File: config.mk
export PLATFORM = sky130hd
export DESIGN_NAME = writeback_top
export DESIGN_NICKNAME = d
export VERILOG_FILES = /design/src/logic/cdb_pkg.sv /design/src/logic/result_fifo.sv /design/src/logic/cdb_arbiter.sv /design/src/logic/preg_ready_table.sv /design/src/logic/writeback_top.sv
export SDC_FILE = /design/constraint.sdc
export NUM_CORES = 1
export LEC_CHECK = 0
export ABC_AREA = 0
export BUFFER_PORTS_ARGS = -buffer_cell sky130_fd_sc_hd__buf_2
export CAP_MARGIN = 15
export CORE_ASPECT_RATIO = 0.8
export CORE_MARGIN = 4
export CORE_UTILIZATION = 50
export DETAILED_ROUTE_END_ITERATION = 10
export GPL_TIMING_DRIVEN = 0
export PLACE_DENSITY_LB_ADDON = 0.3
export SLEW_MARGIN = 20
export SYNTH_ARGS = -nofsm -noshare
export SYNTH_HDL_FRONTEND = slang
export SYNTH_SLANG_ARGS = --single-unit
File: constraint.sdc
create_clock -name clk_i -period 9.1 [get_ports clk_i]
set_input_delay 0.91 -clock clk_i [delete_from_list [all_inputs] [get_ports clk_i]]
set_output_delay 0.91 -clock clk_i [all_outputs]
set_load 0.02 [all_outputs]
File: src/logic/cdb_pkg.sv
package cdb_pkg;

    // datapath widths
    localparam int WORD_W     = 32;
    localparam int PREG_W     = 6;
    localparam int PREG_COUNT = 64; // 2**PREG_W

    // result sources: alu0, alu1, lsu, mdu
    localparam int FU_COUNT = 4;

    // source index wraps by truncation, so FU_COUNT stays a power of two
    localparam int FU_IDX_W = $clog2(FU_COUNT);

    // broadcast lanes per cycle
    localparam int CDB_COUNT = 2;

    // per-unit result buffering
    localparam int RESULT_FIFO_DEPTH = 2;

    // one result as it leaves a functional unit and as it rides the CDB
    typedef struct packed {
        logic [PREG_W-1:0] preg;   // destination physical register
        logic [WORD_W-1:0] w_data; // result value
        logic              w_reg;  // result writes preg
    } cdb_info_t;

endpackage

File: src/logic/result_fifo.sv
`timescale 1ns/1ns

module result_fifo #(
    parameter int DEPTH = cdb_pkg::RESULT_FIFO_DEPTH
) (
    input  logic               clk_i,
    input  logic               arst_n_i,
    input  logic               flush_i,

    // write side, from the functional unit
    input  logic               push_i,
    input  cdb_pkg::cdb_info_t push_data_i,
    output logic               full_o,

    // read side, towards the CDB arbiter
    input  logic               pop_i,
    output logic               head_valid_o,
    output cdb_pkg::cdb_info_t head_o
);
    import cdb_pkg::*;

    localparam int PTR_W = (DEPTH > 1) ? $clog2(DEPTH) : 1;
    localparam int CNT_W = $clog2(DEPTH + 1);

    cdb_info_t        mem [DEPTH];
    logic [PTR_W-1:0] wr_ptr_q;
    logic [PTR_W-1:0] rd_ptr_q;
    logic [CNT_W-1:0] count_q;

    // circular increment, DEPTH need not be a power of two
    function automatic logic [PTR_W-1:0] ptr_inc(input logic [PTR_W-1:0] p);
        if (p == PTR_W'(DEPTH - 1)) begin
            return '0;
        end
        return p + 1'b1;
    endfunction

    assign full_o       = (count_q == CNT_W'(DEPTH));
    assign head_valid_o = (count_q != '0);
    assign head_o       = mem[rd_ptr_q]; // no bypass from push_data_i

    always_ff @(posedge clk_i or negedge arst_n_i) begin
        if (!arst_n_i) begin
            wr_ptr_q <= '0;
            rd_ptr_q <= '0;
            count_q  <= '0;
        end else if (flush_i) begin
            // drops the whole content and any push of this cycle
            wr_ptr_q <= '0;
            rd_ptr_q <= '0;
            count_q  <= '0;
        end else begin
            if (push_i) begin
                wr_ptr_q <= ptr_inc(wr_ptr_q);
            end
            if (pop_i) begin
                rd_ptr_q <= ptr_inc(rd_ptr_q);
            end
            count_q <= count_q + CNT_W'(push_i) - CNT_W'(pop_i);
        end
    end

    // storage
    always_ff @(posedge clk_i) begin
        if (push_i) begin
            mem[wr_ptr_q] <= push_data_i;
        end
    end

    // unit must see ready low when full
    a_no_push_full: assert property (
        @(posedge clk_i) disable iff (!arst_n_i)
        push_i |-> !full_o
    ) else $error("result_fifo: push while full");

    // arbiter grants only non-empty heads
    a_no_pop_empty: assert property (
        @(posedge clk_i) disable iff (!arst_n_i)
        pop_i |-> head_valid_o
    ) else $error("result_fifo: pop while empty");

endmodule

File: src/logic/cdb_arbiter.sv
`timescale 1ns/1ns

module cdb_arbiter (
    input  logic                                         clk_i,
    input  logic                                         arst_n_i,
    input  logic                                         flush_i,

    // result FIFO heads
    input  logic               [cdb_pkg::FU_COUNT-1:0]   head_valid_i,
    input  cdb_pkg::cdb_info_t [cdb_pkg::FU_COUNT-1:0]   head_i,
    output logic               [cdb_pkg::FU_COUNT-1:0]   pop_o,

    // registered broadcast lanes
    output logic               [cdb_pkg::CDB_COUNT-1:0]  cdb_valid_o,
    output cdb_pkg::cdb_info_t [cdb_pkg::CDB_COUNT-1:0]  cdb_o
);
    import cdb_pkg::*;

    logic [FU_IDX_W-1:0] ptr_q;    // first source to consider
    logic [FU_IDX_W-1:0] ptr_d;
    logic [FU_IDX_W-1:0] idx;      // scan position
    int unsigned         n_grant;  // lanes filled so far

    logic      [CDB_COUNT-1:0] lane_valid_d;
    cdb_info_t [CDB_COUNT-1:0] lane_d;
    logic      [CDB_COUNT-1:0] cdb_valid_q;
    cdb_info_t [CDB_COUNT-1:0] cdb_q;

    // rotating scan from ptr_q, first hit to lane 0, second to lane 1
    always_comb begin
        pop_o        = '0;
        lane_valid_d = '0;
        lane_d       = '0;
        ptr_d        = ptr_q;
        n_grant      = 0;
        idx          = ptr_q;
        for (int k = 0; k < FU_COUNT; k++) begin
            idx = ptr_q + FU_IDX_W'(k); // wraps by truncation
            if (head_valid_i[idx] && (n_grant < CDB_COUNT)) begin
                pop_o[idx] = 1'b1;
                for (int l = 0; l < CDB_COUNT; l++) begin
                    if (n_grant == l) begin
                        lane_valid_d[l] = 1'b1;
                        lane_d[l]       = head_i[idx];
                    end
                end
                ptr_d   = idx + 1'b1; // one past the last grant
                n_grant = n_grant + 1;
            end
        end
    end

    // control state
    always_ff @(posedge clk_i or negedge arst_n_i) begin
        if (!arst_n_i) begin
            ptr_q       <= '0;
            cdb_valid_q <= '0;
        end else if (flush_i) begin
            ptr_q       <= '0;
            cdb_valid_q <= '0;
        end else begin
            ptr_q       <= ptr_d;
            cdb_valid_q <= lane_valid_d;
        end
    end

    // lane payload, qualified by cdb_valid_q
    always_ff @(posedge clk_i) begin
        cdb_q <= lane_d;
    end

    assign cdb_valid_o = cdb_valid_q;
    assign cdb_o       = cdb_q;

    a_pop_valid_head: assert property (
        @(posedge clk_i) disable iff (!arst_n_i)
        (pop_o & ~head_valid_i) == '0
    ) else $error("cdb_arbiter: pop to empty FIFO");

    a_pop_count: assert property (
        @(posedge clk_i) disable iff (!arst_n_i)
        $countones(pop_o) <= CDB_COUNT
    ) else $error("cdb_arbiter: more pops than CDB lanes");

    // lanes fill in order, a lone result always rides lane 0
    a_lane_order: assert property (
        @(posedge clk_i) disable iff (!arst_n_i)
        cdb_valid_o[1] |-> cdb_valid_o[0]
    ) else $error("cdb_arbiter: lane 1 valid without lane 0");

endmodule

File: src/logic/preg_ready_table.sv
`timescale 1ns/1ns

module preg_ready_table (
    input  logic                                         clk_i,
    input  logic                                         arst_n_i,

    // CDB broadcasts set entries ready
    input  logic               [cdb_pkg::CDB_COUNT-1:0]  cdb_valid_i,
    input  cdb_pkg::cdb_info_t [cdb_pkg::CDB_COUNT-1:0]  cdb_i,

    // dispatch allocation marks an entry busy
    input  logic                                         alloc_valid_i,
    input  logic               [cdb_pkg::PREG_W-1:0]     alloc_preg_i,

    // lookup
    input  logic               [cdb_pkg::PREG_W-1:0]     query_preg_i,
    output logic                                         query_ready_o
);
    import cdb_pkg::*;

    logic [PREG_COUNT-1:0] ready_q;
    logic [PREG_COUNT-1:0] ready_d;

    always_comb begin
        ready_d = ready_q;
        for (int l = 0; l < CDB_COUNT; l++) begin
            if (cdb_valid_i[l] && cdb_i[l].w_reg) begin
                ready_d[cdb_i[l].preg] = 1'b1;
            end
        end
        // a fresh allocation wins over a stale producer
        if (alloc_valid_i) begin
            ready_d[alloc_preg_i] = 1'b0;
        end
    end

    always_ff @(posedge clk_i or negedge arst_n_i) begin
        if (!arst_n_i) begin
            ready_q <= '1; // everything readable out of reset
        end else begin
            ready_q <= ready_d;
        end
    end

    assign query_ready_o = ready_q[query_preg_i];

    // rename never has two live producers for one preg
    a_lane_preg_unique: assert property (
        @(posedge clk_i) disable iff (!arst_n_i)
        (cdb_valid_i[0] && cdb_i[0].w_reg && cdb_valid_i[1] && cdb_i[1].w_reg)
            |-> (cdb_i[0].preg != cdb_i[1].preg)
    ) else $error("preg_ready_table: both lanes write preg %0d", cdb_i[0].preg);

endmodule

File: src/logic/writeback_top.sv
`timescale 1ns/1ns

module writeback_top (
    input  logic                                         clk_i,
    input  logic                                         arst_n_i,
    input  logic                                         flush_i,

    // functional unit results: alu0, alu1, lsu, mdu
    input  logic               [cdb_pkg::FU_COUNT-1:0]   fu_valid_i,
    input  cdb_pkg::cdb_info_t [cdb_pkg::FU_COUNT-1:0]   fu_result_i,
    output logic               [cdb_pkg::FU_COUNT-1:0]   fu_ready_o,

    // common data bus
    output logic               [cdb_pkg::CDB_COUNT-1:0]  cdb_valid_o,
    output cdb_pkg::cdb_info_t [cdb_pkg::CDB_COUNT-1:0]  cdb_o,

    // ready table access
    input  logic                                         alloc_valid_i,
    input  logic               [cdb_pkg::PREG_W-1:0]     alloc_preg_i,
    input  logic               [cdb_pkg::PREG_W-1:0]     query_preg_i,
    output logic                                         query_ready_o
);
    import cdb_pkg::*;

    logic      [FU_COUNT-1:0] fifo_push;
    logic      [FU_COUNT-1:0] fifo_full;
    logic      [FU_COUNT-1:0] head_valid;
    cdb_info_t [FU_COUNT-1:0] head;
    logic      [FU_COUNT-1:0] fifo_pop;

    for (genvar i = 0; i < FU_COUNT; i++) begin : g_fifo
        assign fu_ready_o[i] = ~fifo_full[i];
        assign fifo_push[i]  = fu_valid_i[i] & fu_ready_o[i]; // handshake

        result_fifo #(
            .DEPTH(RESULT_FIFO_DEPTH)
        ) u_fifo (
            .clk_i       (clk_i),
            .arst_n_i    (arst_n_i),
            .flush_i     (flush_i),
            .push_i      (fifo_push[i]),
            .push_data_i (fu_result_i[i]),
            .full_o      (fifo_full[i]),
            .pop_i       (fifo_pop[i]),
            .head_valid_o(head_valid[i]),
            .head_o      (head[i])
        );
    end

    cdb_arbiter u_arbiter (
        .clk_i       (clk_i),
        .arst_n_i    (arst_n_i),
        .flush_i     (flush_i),
        .head_valid_i(head_valid),
        .head_i      (head),
        .pop_o       (fifo_pop),
        .cdb_valid_o (cdb_valid_o),
        .cdb_o       (cdb_o)
    );

    // fed from the registered lanes, not from the FIFO heads
    preg_ready_table u_ready_table (
        .clk_i        (clk_i),
        .arst_n_i     (arst_n_i),
        .cdb_valid_i  (cdb_valid_o),
        .cdb_i        (cdb_o),
        .alloc_valid_i(alloc_valid_i),
        .alloc_preg_i (alloc_preg_i),
        .query_preg_i (query_preg_i),
        .query_ready_o(query_ready_o)
    );

endmodule

* Yosys cells after proc, flatten, opt, wreduce, memory -nomap -nowiden
Memories as Yosys holds them, arrays and structs flattened. Cells that the tools add are included.
Word-level totals: bits in registers 162, bits in latches 0, bits in writable memories 312, ROM bits 0, input port bits 176, output and inout port bits 85, word-level logic and storage cells 253, memories kept 4
Memories:
- g_fifo[0].u_fifo.mem | words 2, width 39, read ports 1, clocked after Yosys merged registers in 0, wr ports 1, RTL line result_fifo.sv:25 | cdb_info_t mem [DEPTH];
- g_fifo[1].u_fifo.mem | words 2, width 39, read ports 1, clocked after Yosys merged registers in 0, wr ports 1, RTL line result_fifo.sv:25
- g_fifo[2].u_fifo.mem | words 2, width 39, read ports 1, clocked after Yosys merged registers in 0, wr ports 1, RTL line result_fifo.sv:25
- g_fifo[3].u_fifo.mem | words 2, width 39, read ports 1, clocked after Yosys merged registers in 0, wr ports 1, RTL line result_fifo.sv:25
Cells by class: $add $sub $neg 24, $mul 0, div/mod/pow operators 0, order comparisons 18, eq/ne operators 7, shifts and indexed selects 0, mux-type cells 136, bitwise gates (word level) 15, reductions and logical operators 28
Operators with widths (number):
- $mux 39 | 11
- $bmux 39 s2 | 4
- $mux 78 | 3
- $mux 64 | 3
- $or 64x64->64 | 2
- $eq 32x1->1 const B | 3
- $logic_not 32->1 | 3
- $lt 32x2->1 const B | 3
- $mux 1 | 84
- $add 32x1->32 const B | 2
- $and 64x64->64 | 1
- $mux 32 | 2
- $not 64->64 | 1
- $lt 6x7->1 const B | 4
- $mux 2 | 13
- $reduce_bool 2->1 | 12
- $demux 1 s6 | 3
- $ge 6x1->1 const B | 3
- $mux 4 | 4
- $logic_and 1x1->1 | 12
- $lt 2x3->1 const B | 4
- $or 4x4->4 | 3
- $add 1x1->1 const B | 8
- $add 2x1->2 | 4
- 11 further kinds | 36

* Depth between registers and ports, before layout
Gate-level depths: netlist of run 1.
depth in word-level cells 18, mapped depth 24, mapped depth without buffers 18

* Cells and area by module
A second synthesis of run 1 with hierarchy kept.
Unflattened totals: cell total of the unflattened synthesis 1612, area, all modules 23934.2 um^2
Modules (own cells, without submodules):
- result_fifo | times used 4, cells each 140, area an instance 3041.7 um^2, seq. area each 2442.3 um^2
- cdb_arbiter | times used 1, cells each 702, area an instance 7991.4 um^2, seq. area each 1661.6 um^2
- preg_ready_table | times used 1, cells each 342, area an instance 3736.1 um^2, seq. area each 1681.6 um^2
- writeback_top | times used 1, cells each 8, area an instance 40.0 um^2, seq. area each 0.0 um^2

* Worst setup path after synthesis of run 1
OpenSTA, ideal clock, no wires.
kind register to register, from reg u_arbiter.ptr_q[0], to reg g_fifo[0].u_fifo.count_q[1], library setup time 132 ps, arrival time 4740 ps, required time 8968 ps, slack 4228 ps, cell stages (with the launch flop) 25, buffers on the path 6, period minus slack after synthesis 4872 ps, cells stage by stage dfrtp_1 > buf_6 > inv_2 > buf_2 > clkbuf_1 > ha_1 > buf_2 > nor4_1 > a31oi_1 > and2_1 > buf_4 > ha_1 > nor3_4 > inv_1 > fa_1 > o211a_1 > buf_2 > nand2_1 > nand3_1 > ha_1 > inv_1 > ha_1 > xor2_1 > xnor2_1 > nor2_1
Between the ends: word-level cells in the longest chain between the ends 14, elaborated cells on any way between the ends 51, those cells by class add/sub (6); order compare (11); mux (24); bitwise (3); reduce/logical (7)
RTL lines:
- start: declaration | RTL line cdb_arbiter.sv:19 | logic [FU_IDX_W-1:0] ptr_q;
- start signal: assignment | RTL line cdb_arbiter.sv:62 | ptr_q <= ptr_d;
- $bmux 1 s2 | RTL line cdb_arbiter.sv:39 | if (head_valid_i[idx] && (n_grant < CDB_COUNT)) begin
- $mux 1 (implied by the code) | RTL line cdb_arbiter.sv:39
- $mux 1 | RTL line cdb_arbiter.sv:39
- $lt 32x2->1 | RTL line cdb_arbiter.sv:39
- $logic_and 1x1->1 | RTL line cdb_arbiter.sv:39
- $mux 32 | RTL line cdb_arbiter.sv:39
- $lt 32x2->1 | RTL line cdb_arbiter.sv:39
- $logic_and 1x1->1 | RTL line cdb_arbiter.sv:39
- $mux 32 | RTL line cdb_arbiter.sv:39
- $lt 32x2->1 | RTL line cdb_arbiter.sv:39
- $logic_and 1x1->1 | RTL line cdb_arbiter.sv:39
- $mux 4 * | RTL line cdb_arbiter.sv:39
- $sub 2x1->2 * | RTL line result_fifo.sv:59 | count_q <= count_q + CNT_W'(push_i) - CNT_W'(pop_i);
- $mux 2 * | RTL line result_fifo.sv:47 | end else if (flush_i) begin
- end signal: assignment | RTL line result_fifo.sv:59
- end: declaration | RTL line result_fifo.sv:28 | logic [CNT_W-1:0] count_q;
Mark *: on every way between the ends. The rest lies on a longest branch, timed or not. The select of a mux whose other input is x is not followed. A chain may end at the register's enable or synchronous reset.

==> results.sh, run 1 <==
export IMPL_status="complete, no violations"
export IMPL_synth_fp_nets=2167
export IMPL_cellLeakagePower_nw=10.51
export IMPL_overflow=0
export IMPL_regToRegSetupSlack_ns=2.26
export IMPL_yosysWarnings=0
export IMPL_finalCritPeriodShare_pct=75.22
export IMPL_synth_top_area_cell="edfxtp_1"
export IMPL_setup_tns_ns=0
export IMPL_slew_headroom_pct=30.47
export IMPL_nets=2480
export IMPL_synth_seq_cells=474
export IMPL_fin_skew_ns=0.03557
export IMPL_synthMuxAreaShare_pct=13.98
export IMPL_start_util_pct=51.12
export IMPL_hold_buffers=0
export IMPL_hpwl_um=63240
export IMPL_cts_clk_slew_worst_paths_ns=0.07
export IMPL_synth_top_family_by_area="compound AO/OA/AOI/OAI gates"
export IMPL_worstRegToRegCells=19
export IMPL_worst_path_max_fanout=13
export IMPL_core_sq_um=46240
export IMPL_hold_viol=0
export IMPL_syn_area_per_cell_sq_um=11.99
export IMPL_clk_path_buf_depth=3
export IMPL_cts_tree="built"
export IMPL_die_y_um=202.5
export IMPL_ant_nets=0
export IMPL_fin_util_pct=59.27
export IMPL_critical_path_startpoint_type="flop"
export IMPL_yosys_area_share_adder_pct=1.090
export IMPL_syn_to_final_growth_pct=15.94
export IMPL_first_pass_iters=7
export IMPL_cp_common_cell="buf_2"
export IMPL_cts_resized=0
export IMPL_crit_path_top_delay_cell="clkbuf_1"
export IMPL_synth_cell_types=72
export IMPL_report_final_slew_viol_count=0
export IMPL_grt_pass1_vias=18270
export IMPL_first_iter_violations=2727
export IMPL_vias=19300
export IMPL_dieArea_sq_um=50840
export IMPL_vdd_drop_max_v=0.0002715
export IMPL_cts_setup_buffers=0
export IMPL_wl_um=84980
export IMPL_synth_area_top_cells="edfxtp_1 40%, mux2i_1 7.4%, dfstp_2 7.1%, dfxtp_1 6.6%, mux2_2 5.0%"
export IMPL_drive_above_1_share_pct=26.90
export IMPL_syn_area_sq_um=23640
export IMPL_synth_compound_area_share_pct=15.84
export IMPL_r2r_end="u_arbiter.cdb_o[51]"
export IMPL_p_per_area_nw_per_um2=430.1
export IMPL_synth_edf_count=312
export IMPL_rr_startpoint="u_arbiter.ptr_q[0]"
export IMPL_die_w_um=251.1
export IMPL_async_flop_share_pct=17.72
export IMPL_timing_fmax_mhz=146.1
export IMPL_synth_most_common_cell="edfxtp_1"
export IMPL_worst_slew_pin_slew_ns=1.014
export IMPL_antenna_found_initial=1
export IMPL_setup_viol=0
export IMPL_grt_pass1_wl_um=122200
export IMPL_critPathKind="reg -> reg"
export IMPL_avgRoutedWirePerCell_um=28.97
export IMPL_grt_total_usage_pct=32.29
export IMPL_ios=261
export IMPL_arrival_ns=7.29
export IMPL_fin_total_pwr_mw=11.79
export IMPL_cap_violations=0
export IMPL_worstPathCellList="buf_6, inv_2, buf_2, clkbuf_1, ha_1, buf_2, nor4_1, a31oi_1, and2_1, buf_4, ha_1, nor3_4, inv_1, fa_1, nor4b_4, buf_2, clkbuf_1, nand2_1, o211ai_1"
export IMPL_slowest_delay_ns=0.66
export IMPL_crit_required_ns=9.55
export IMPL_clock_latency_ns=0.60
export IMPL_timing_hold_ws_ns=0.3219
export IMPL_min_path_type="in -> async"
export IMPL_rows=70
export IMPL_cts_sinks=474
export IMPL_worstSetupEndpointType="flop"
export IMPL_grt_max_degree=46
export IMPL_ys_seq_area_share_pct=55.47
export IMPL_synth_top_cell_area_share_pct=39.63
export IMPL_drc=0
export IMPL_htree_levels=2
export IMPL_postSynthCellCount=1971
export IMPL_min_period_ns=6.845
export IMPL_synthSimpleGateAreaFrac_pct=9.829
export IMPL_yosys_top_cells_count="312 x edfxtp_1, 201 x nand2_1, 175 x mux2i_1"
export IMPL_root_buffer="clkbuf_16"
export IMPL_ys_flop_type="edfxtp_1"
export IMPL_synth_xor_area_share_pct=0.4446
export IMPL_numPortBuffers=254
export IMPL_nFillCells=3767
export IMPL_vias_per_cell=6.580
export IMPL_rsz0062_at_grt="false"
export IMPL_globalplace_congestion=1.006
export IMPL_cts_inserted_buffers=46
-- worst max-delay path, delay by kind of cell, from the launching register on --
family / cells / cell delay, ns
AND/OR/NAND/NOR: 5 / 1.62
adder cells (fa/ha/maj): 3 / 1.21
AO/OA/AOI/OAI: 2 / 0.36
flip-flops: 1 / 0.47
buffers and inverters: 9 / 3.03
-- worst max-delay path by stage --
stage / start / cells past startpoint / slack [ns] / end
global route: u_arbiter.ptr_q[0] / 19 / 2.10 / u_arbiter.cdb_o[47]
finish: u_arbiter.ptr_q[0] / 19 / 2.26 / u_arbiter.cdb_o[51]
global placement: u_arbiter.ptr_q[0] / 19 / 2.63 / u_arbiter.cdb_o[59]
detailed placement: u_arbiter.ptr_q[0] / 19 / 2.55 / u_arbiter.cdb_o[51]
floorplan: u_arbiter.ptr_q[0] / 24 / 4.23 / g_fifo[0].u_fifo.count_q[1]
CTS: u_arbiter.ptr_q[0] / 19 / 2.53 / u_arbiter.cdb_o[51]
-- cells in the final DEF, fill, tap and decap left out, drive strengths merged, types with 9 or more instances in the layout --
cell type and count:
dfxtp 78, mux4 16, o22a 57, nor2b 21
a22oi 25, nand3 17, o211ai 46, a21oi 116
inv 23, ha 19, o21a 14, nor2 118
a211oi 14, buf 335, a22o 30, clkbuf 146
mux2i 175, dfstp 64, a31oi 9, a221oi 10
nand2b 9, edfxtp 312, or3 21, or4 39
dfrtp 20, o221ai 34, o22ai 80, mux2 106
o21ai 34, nand2 203, a221o 21, clkinv 14
and3 13, a2bb2oi 17
-- area by class of cell --
type	count	area [sq um]	area share, %
antenna	1	2.502	0.009130
buffer	153	709.4	2.588
clock buffer	63	1276	4.656
clock inverter	21	192.7	0.7030
inverter	21	80.08	0.2922
multi-input combinational	1323	9772	35.65
sequential	474	13110	47.84
tap	612	765.7	2.794
timing repair buffer	265	1496	5.460
-- kinds of logic (layout without fill, tap and decap cells) --
logic type      Yosys count  in the layout
compound gates          518            518
fa+ha+maj                20             20
buf+inv                 174            523
other cells               0              1
xor+xnor                 12             12
simple gates            476            476
flops                   474            474
mux                     297            297
-- routing by layer --
metal  wire [um]  global-route usage [%]  part of all wire (%)  up-vias
li1            -                       -                     -     8260
met1       36390                   48.40                    43     9493
met2       34920                   44.54                    41     1365
met3       10900                   10.05                    13      180
met4        2777                   10.66                   3.3        0
met5           0                       0                     0        -
-- through the flow --
stage,setup slack (ns),instances,area (sq um)
5_1_grt,2.097,2932,27410
2_1_floorplan,4.228,1971,23640
3_3_place_gp,2.630,2837,25680
4_1_cts,2.532,2931,27400
6_report,2.255,2933,27410
3_5_place_dp,2.547,2847,25930
-- sequential cells by signal, indices dropped and copies added (netlist names) --
register                cells
u_arbiter.ptr_q             2
u_arbiter.cdb_o            78
g_fifo.u_fifo.rd_ptr_q      4
g_fifo.u_fifo.count_q       8
g_fifo.u_fifo.wr_ptr_q      4
u_ready_table.ready_q      64
u_arbiter.cdb_valid_o       2
g_fifo.u_fifo.mem         312
-- where the power goes --
| group | total [mW] | switching (mW) | internal, mW | leakage, nW |
|---|---|---|---|---|
| combinational | 6.76 | 4.44 | 2.33 | 5.32 |
| sequential | 3.16 | 0.215 | 2.94 | 4.49 |
| clock | 1.87 | 0.820 | 1.05 | 0.707 |
No activity file was read; power rests on OpenSTA's default activity.
==> inputs of run 2 (changes only) <==
--- a/config.mk
+++ b/config.mk
@@ -5,7 +5,7 @@
 export SDC_FILE = /design/constraint.sdc
 export NUM_CORES = 1
 export LEC_CHECK = 0
-export ABC_AREA = 0
+export ABC_AREA = 1
 export BUFFER_PORTS_ARGS = -buffer_cell sky130_fd_sc_hd__buf_2
 export CAP_MARGIN = 15
 export CORE_ASPECT_RATIO = 0.8
==> constraint.sdc (replaced) <==
create_clock -name clk_i -period 5.9 [get_ports clk_i]
set_input_delay 0.59 -clock clk_i [delete_from_list [all_inputs] [get_ports clk_i]]
set_output_delay 0.59 -clock clk_i [all_outputs]
set_load 0.02 [all_outputs]
==> run 2 against run 1 <==
Compared with the run above:
- hold slack got worse by 0.16 ns
- utilization shrank 0.72 points
- first-iteration DRC count up 27%
- die area increased by 5.6%
- setup slack got worse by 2.1 ns
- register-to-register slack worse by 2.1 ns
- synthesized cell count up 53%
- final area rose by 6.0%
- wire length increased by 21%
- via count rose by 27%
- non-clock buffer count up 24
- global-route usage up 4.5 points
- highest routed layer is now met5
==> results.sh, run 2 <==
export IMPL_min_period_ns=5.706
export IMPL_vdd_drop_max_v=0.0005467
export IMPL_hold_viol=0
export IMPL_yosysWarnings=0
export IMPL_die_w_um=258.0
export IMPL_status="complete, no violations"
export IMPL_first_pass_iters=8
export IMPL_grt_max_degree=72
export IMPL_grt_pass1_vias=23190
export IMPL_cap_violations=0
export IMPL_final_cell_mix="995 x nand2_1, 447 x nand3_1, 317 x buf_2"
export IMPL_clock_latency_ns=0.62
export IMPL_rsz0062_at_grt="false"
export IMPL_drc=0
export IMPL_hpwl_um=77820
export IMPL_slew_headroom_pct=25.10
export IMPL_top_register="g_fifo.u_fifo.mem"
export IMPL_vias_per_cell=6.077
export IMPL_cts_inserted_buffers=46
export IMPL_min_path_type="in -> reg"
export IMPL_synth_seq_cells=474
export IMPL_postSynthCellCount=3006
export IMPL_ios=261
export IMPL_clk_path_buf_depth=3
export IMPL_async_flop_share_pct=17.72
export IMPL_syn_to_final_growth_pct=16.14
export IMPL_fin_cells=4040
export IMPL_cts_setup_buffers=0
export IMPL_cts_resized=0
export IMPL_cellLeakagePower_nw=12.77
export IMPL_avgRoutedWirePerCell_um=25.35
export IMPL_start_util_pct=50.41
export IMPL_root_buffer="clkbuf_16"
export IMPL_fin_skew_ns=0.03387
export IMPL_setup_tns_ns=0
export IMPL_largest_reg_flops=312
export IMPL_ys_flop_type="edfxtp_1"
export IMPL_critPathKind="reg -> reg"
export IMPL_htree_levels=2
export IMPL_timing_hold_ws_ns=0.1669
export IMPL_worstSetupEndpointType="flop"
export IMPL_yosys_top_cells_count="995 x nand2_1, 447 x nand3_1, 312 x edfxtp_1"
export IMPL_grt_pass1_wl_um=147500
export IMPL_globalplace_congestion=1.046
export IMPL_first_iter_violations=3466
export IMPL_worst_path_max_fanout=13
export IMPL_die_y_um=208.0
export IMPL_grt_total_usage_pct=36.82
export IMPL_cts_clk_slew_worst_paths_ns=0.07
export IMPL_fin_total_pwr_mw=20.10
export IMPL_finalCritPeriodShare_pct=96.71
export IMPL_antenna_found_initial=6
export IMPL_synth_top_cell_area_share_pct=37.47
export IMPL_timing_fmax_mhz=175.3
export IMPL_syn_area_sq_um=25000
export IMPL_nets=3518
export IMPL_ys_seq_area_share_pct=52.44
export IMPL_setup_viol=0
export IMPL_ant_nets=0
export IMPL_critical_path_startpoint_type="flop"
export IMPL_synth_area_top_cells="edfxtp_1 37%, nand2_1 15%, nand3_1 8.9%, dfstp_2 6.7%, dfxtp_1 6.2%"
export IMPL_layout_commonest_cell="nand2_1"
export IMPL_placed_cells=3948
export IMPL_wl_um=102400
export IMPL_synth_most_common_cell="nand2_1"
export IMPL_place_area_sq_um=27440
export IMPL_vias=24550
export IMPL_numPortBuffers=256
export IMPL_rows=73
export IMPL_hold_buffers=1
export IMPL_report_final_slew_viol_count=0
export IMPL_cts_sinks=474
export IMPL_dieArea_sq_um=53670
export IMPL_syn_area_per_cell_sq_um=8.318
export IMPL_worst_slew_pin_slew_ns=1.123
export IMPL_synth_edf_count=312
export IMPL_drive_above_1_share_pct=15.89
export IMPL_synth_fp_nets=3202
export IMPL_synth_top_area_cell="edfxtp_1"
export IMPL_cts_tree="built"
export IMPL_synth_cell_types=42
export IMPL_overflow=0
export IMPL_arrival_ns=6.13
export IMPL_crit_required_ns=6.32
export IMPL_p_per_area_nw_per_um2=692.1
export IMPL_fin_area_sq_um=29040
export IMPL_core_sq_um=49600
==> run 2: cell types whose count changed in the layout (fill, tap and decap cells not counted), moves of 42 or more <==
cell,before,now
nand3_1,16,447
o211ai_1,37,158
mux2_2,106,0
o22ai_1,78,26
nand2_1,201,995
o22a_1,57,0
inv_1,18,251
mux2i_1,175,0
a21oi_1,116,74
o21ai_0,31,93
==> run 2: through the flow <==
| stage | setup WS [ns] | utilization (%) |
|---|---|---|
| 2_1_floorplan | 1.873 | - |
| 3_3_place_gp | 0.5486 | 54.70 |
| 3_5_place_dp | 0.5385 | 55.32 |
| 4_1_cts | 0.5105 | 58.53 |
| 5_1_grt | 0.09439 | 58.53 |
| 6_report | 0.1942 | 58.55 |
==> run 2: power breakdown <==
| group | internal [mW] | switching (mW) | leakage (nW) |
|---|---|---|---|
| registers | 4.55 | 0.359 | 4.49 |
| clock network | 1.74 | 1.38 | 0.778 |
| logic | 3.26 | 8.80 | 7.50 |
==> run 2: cell type report <==
type	instances	area, sq um
diodes	5	12.51
repair buffers	268	1540
clock inverters	23	241.5
plain buffers	174	809.5
inverters	256	963.4
well taps	675	844.6
flip-flops and latches	474	13110
clock buffers	63	1336
multi-input cells	2102	10180
fillers	4412	20560
==> run 2: cells by family after synthesis <==
kind of cell             after synthesis  synth area share, %
AO/OA/AOI/OAI                        435                11.31
flip-flops                           474                52.44
adder cells (fa/ha/maj)               20                1.031
buffers and inverters                430                7.091
AND/OR/NAND/NOR                     1639                27.84
XOR/XNOR                               8               0.2802
==> run 2: path summary, 6_finish.rpt <==
path / slack, ns / cells past startpoint / startpoint / endpoint
min in group asynchronous: 0.39 / 2 / arst_n_i / g_fifo[0].u_fifo.count_q[0]
max in group asynchronous: 4.83 / 3 / arst_n_i / u_ready_table.ready_q[21]
hold reg to reg: 0.51 / 2 / u_ready_table.ready_q[9] / u_ready_table.ready_q[9]
setup reg to reg: 0.19 / 19 / u_arbiter.ptr_q[1] / u_arbiter.cdb_o[39]
hold / removal: 0.17 / 1 / fu_result_i[86] / g_fifo[2].u_fifo.mem[0][8]
setup / recovery: 0.19 / 19 / u_arbiter.ptr_q[1] / u_arbiter.cdb_o[39]
==> run 2: critical path, stage by stage, from the launching register on <==
cell	delay (ns)
dfrtp_1	0.49
inv_1	0.13
buf_2	0.37
clkbuf_1	0.73
ha_1	0.37
buf_2	0.26
inv_2	0.35
nand2_2	0.20
nand2_4	0.15
inv_1	0.09
ha_1	0.18
inv_1	0.16
nand3_4	0.18
fa_1	0.49
nand3_4	0.18
nor2_1	0.07
nand2_2	0.23
buf_6	0.23
nor2_1	0.06
a21oi_1	0.58
==> run 2: metal layers <==
metal | share of wire, % | global-route usage [%] | vias up
li1 | - | - | 10840
met1 | 39 | 50.72 | 11730
met2 | 43 | 55.98 | 1667
met3 | 12 | 9.103 | 314
met4 | 5.2 | 15.30 | 4
met5 | 0.026 | 0 | -
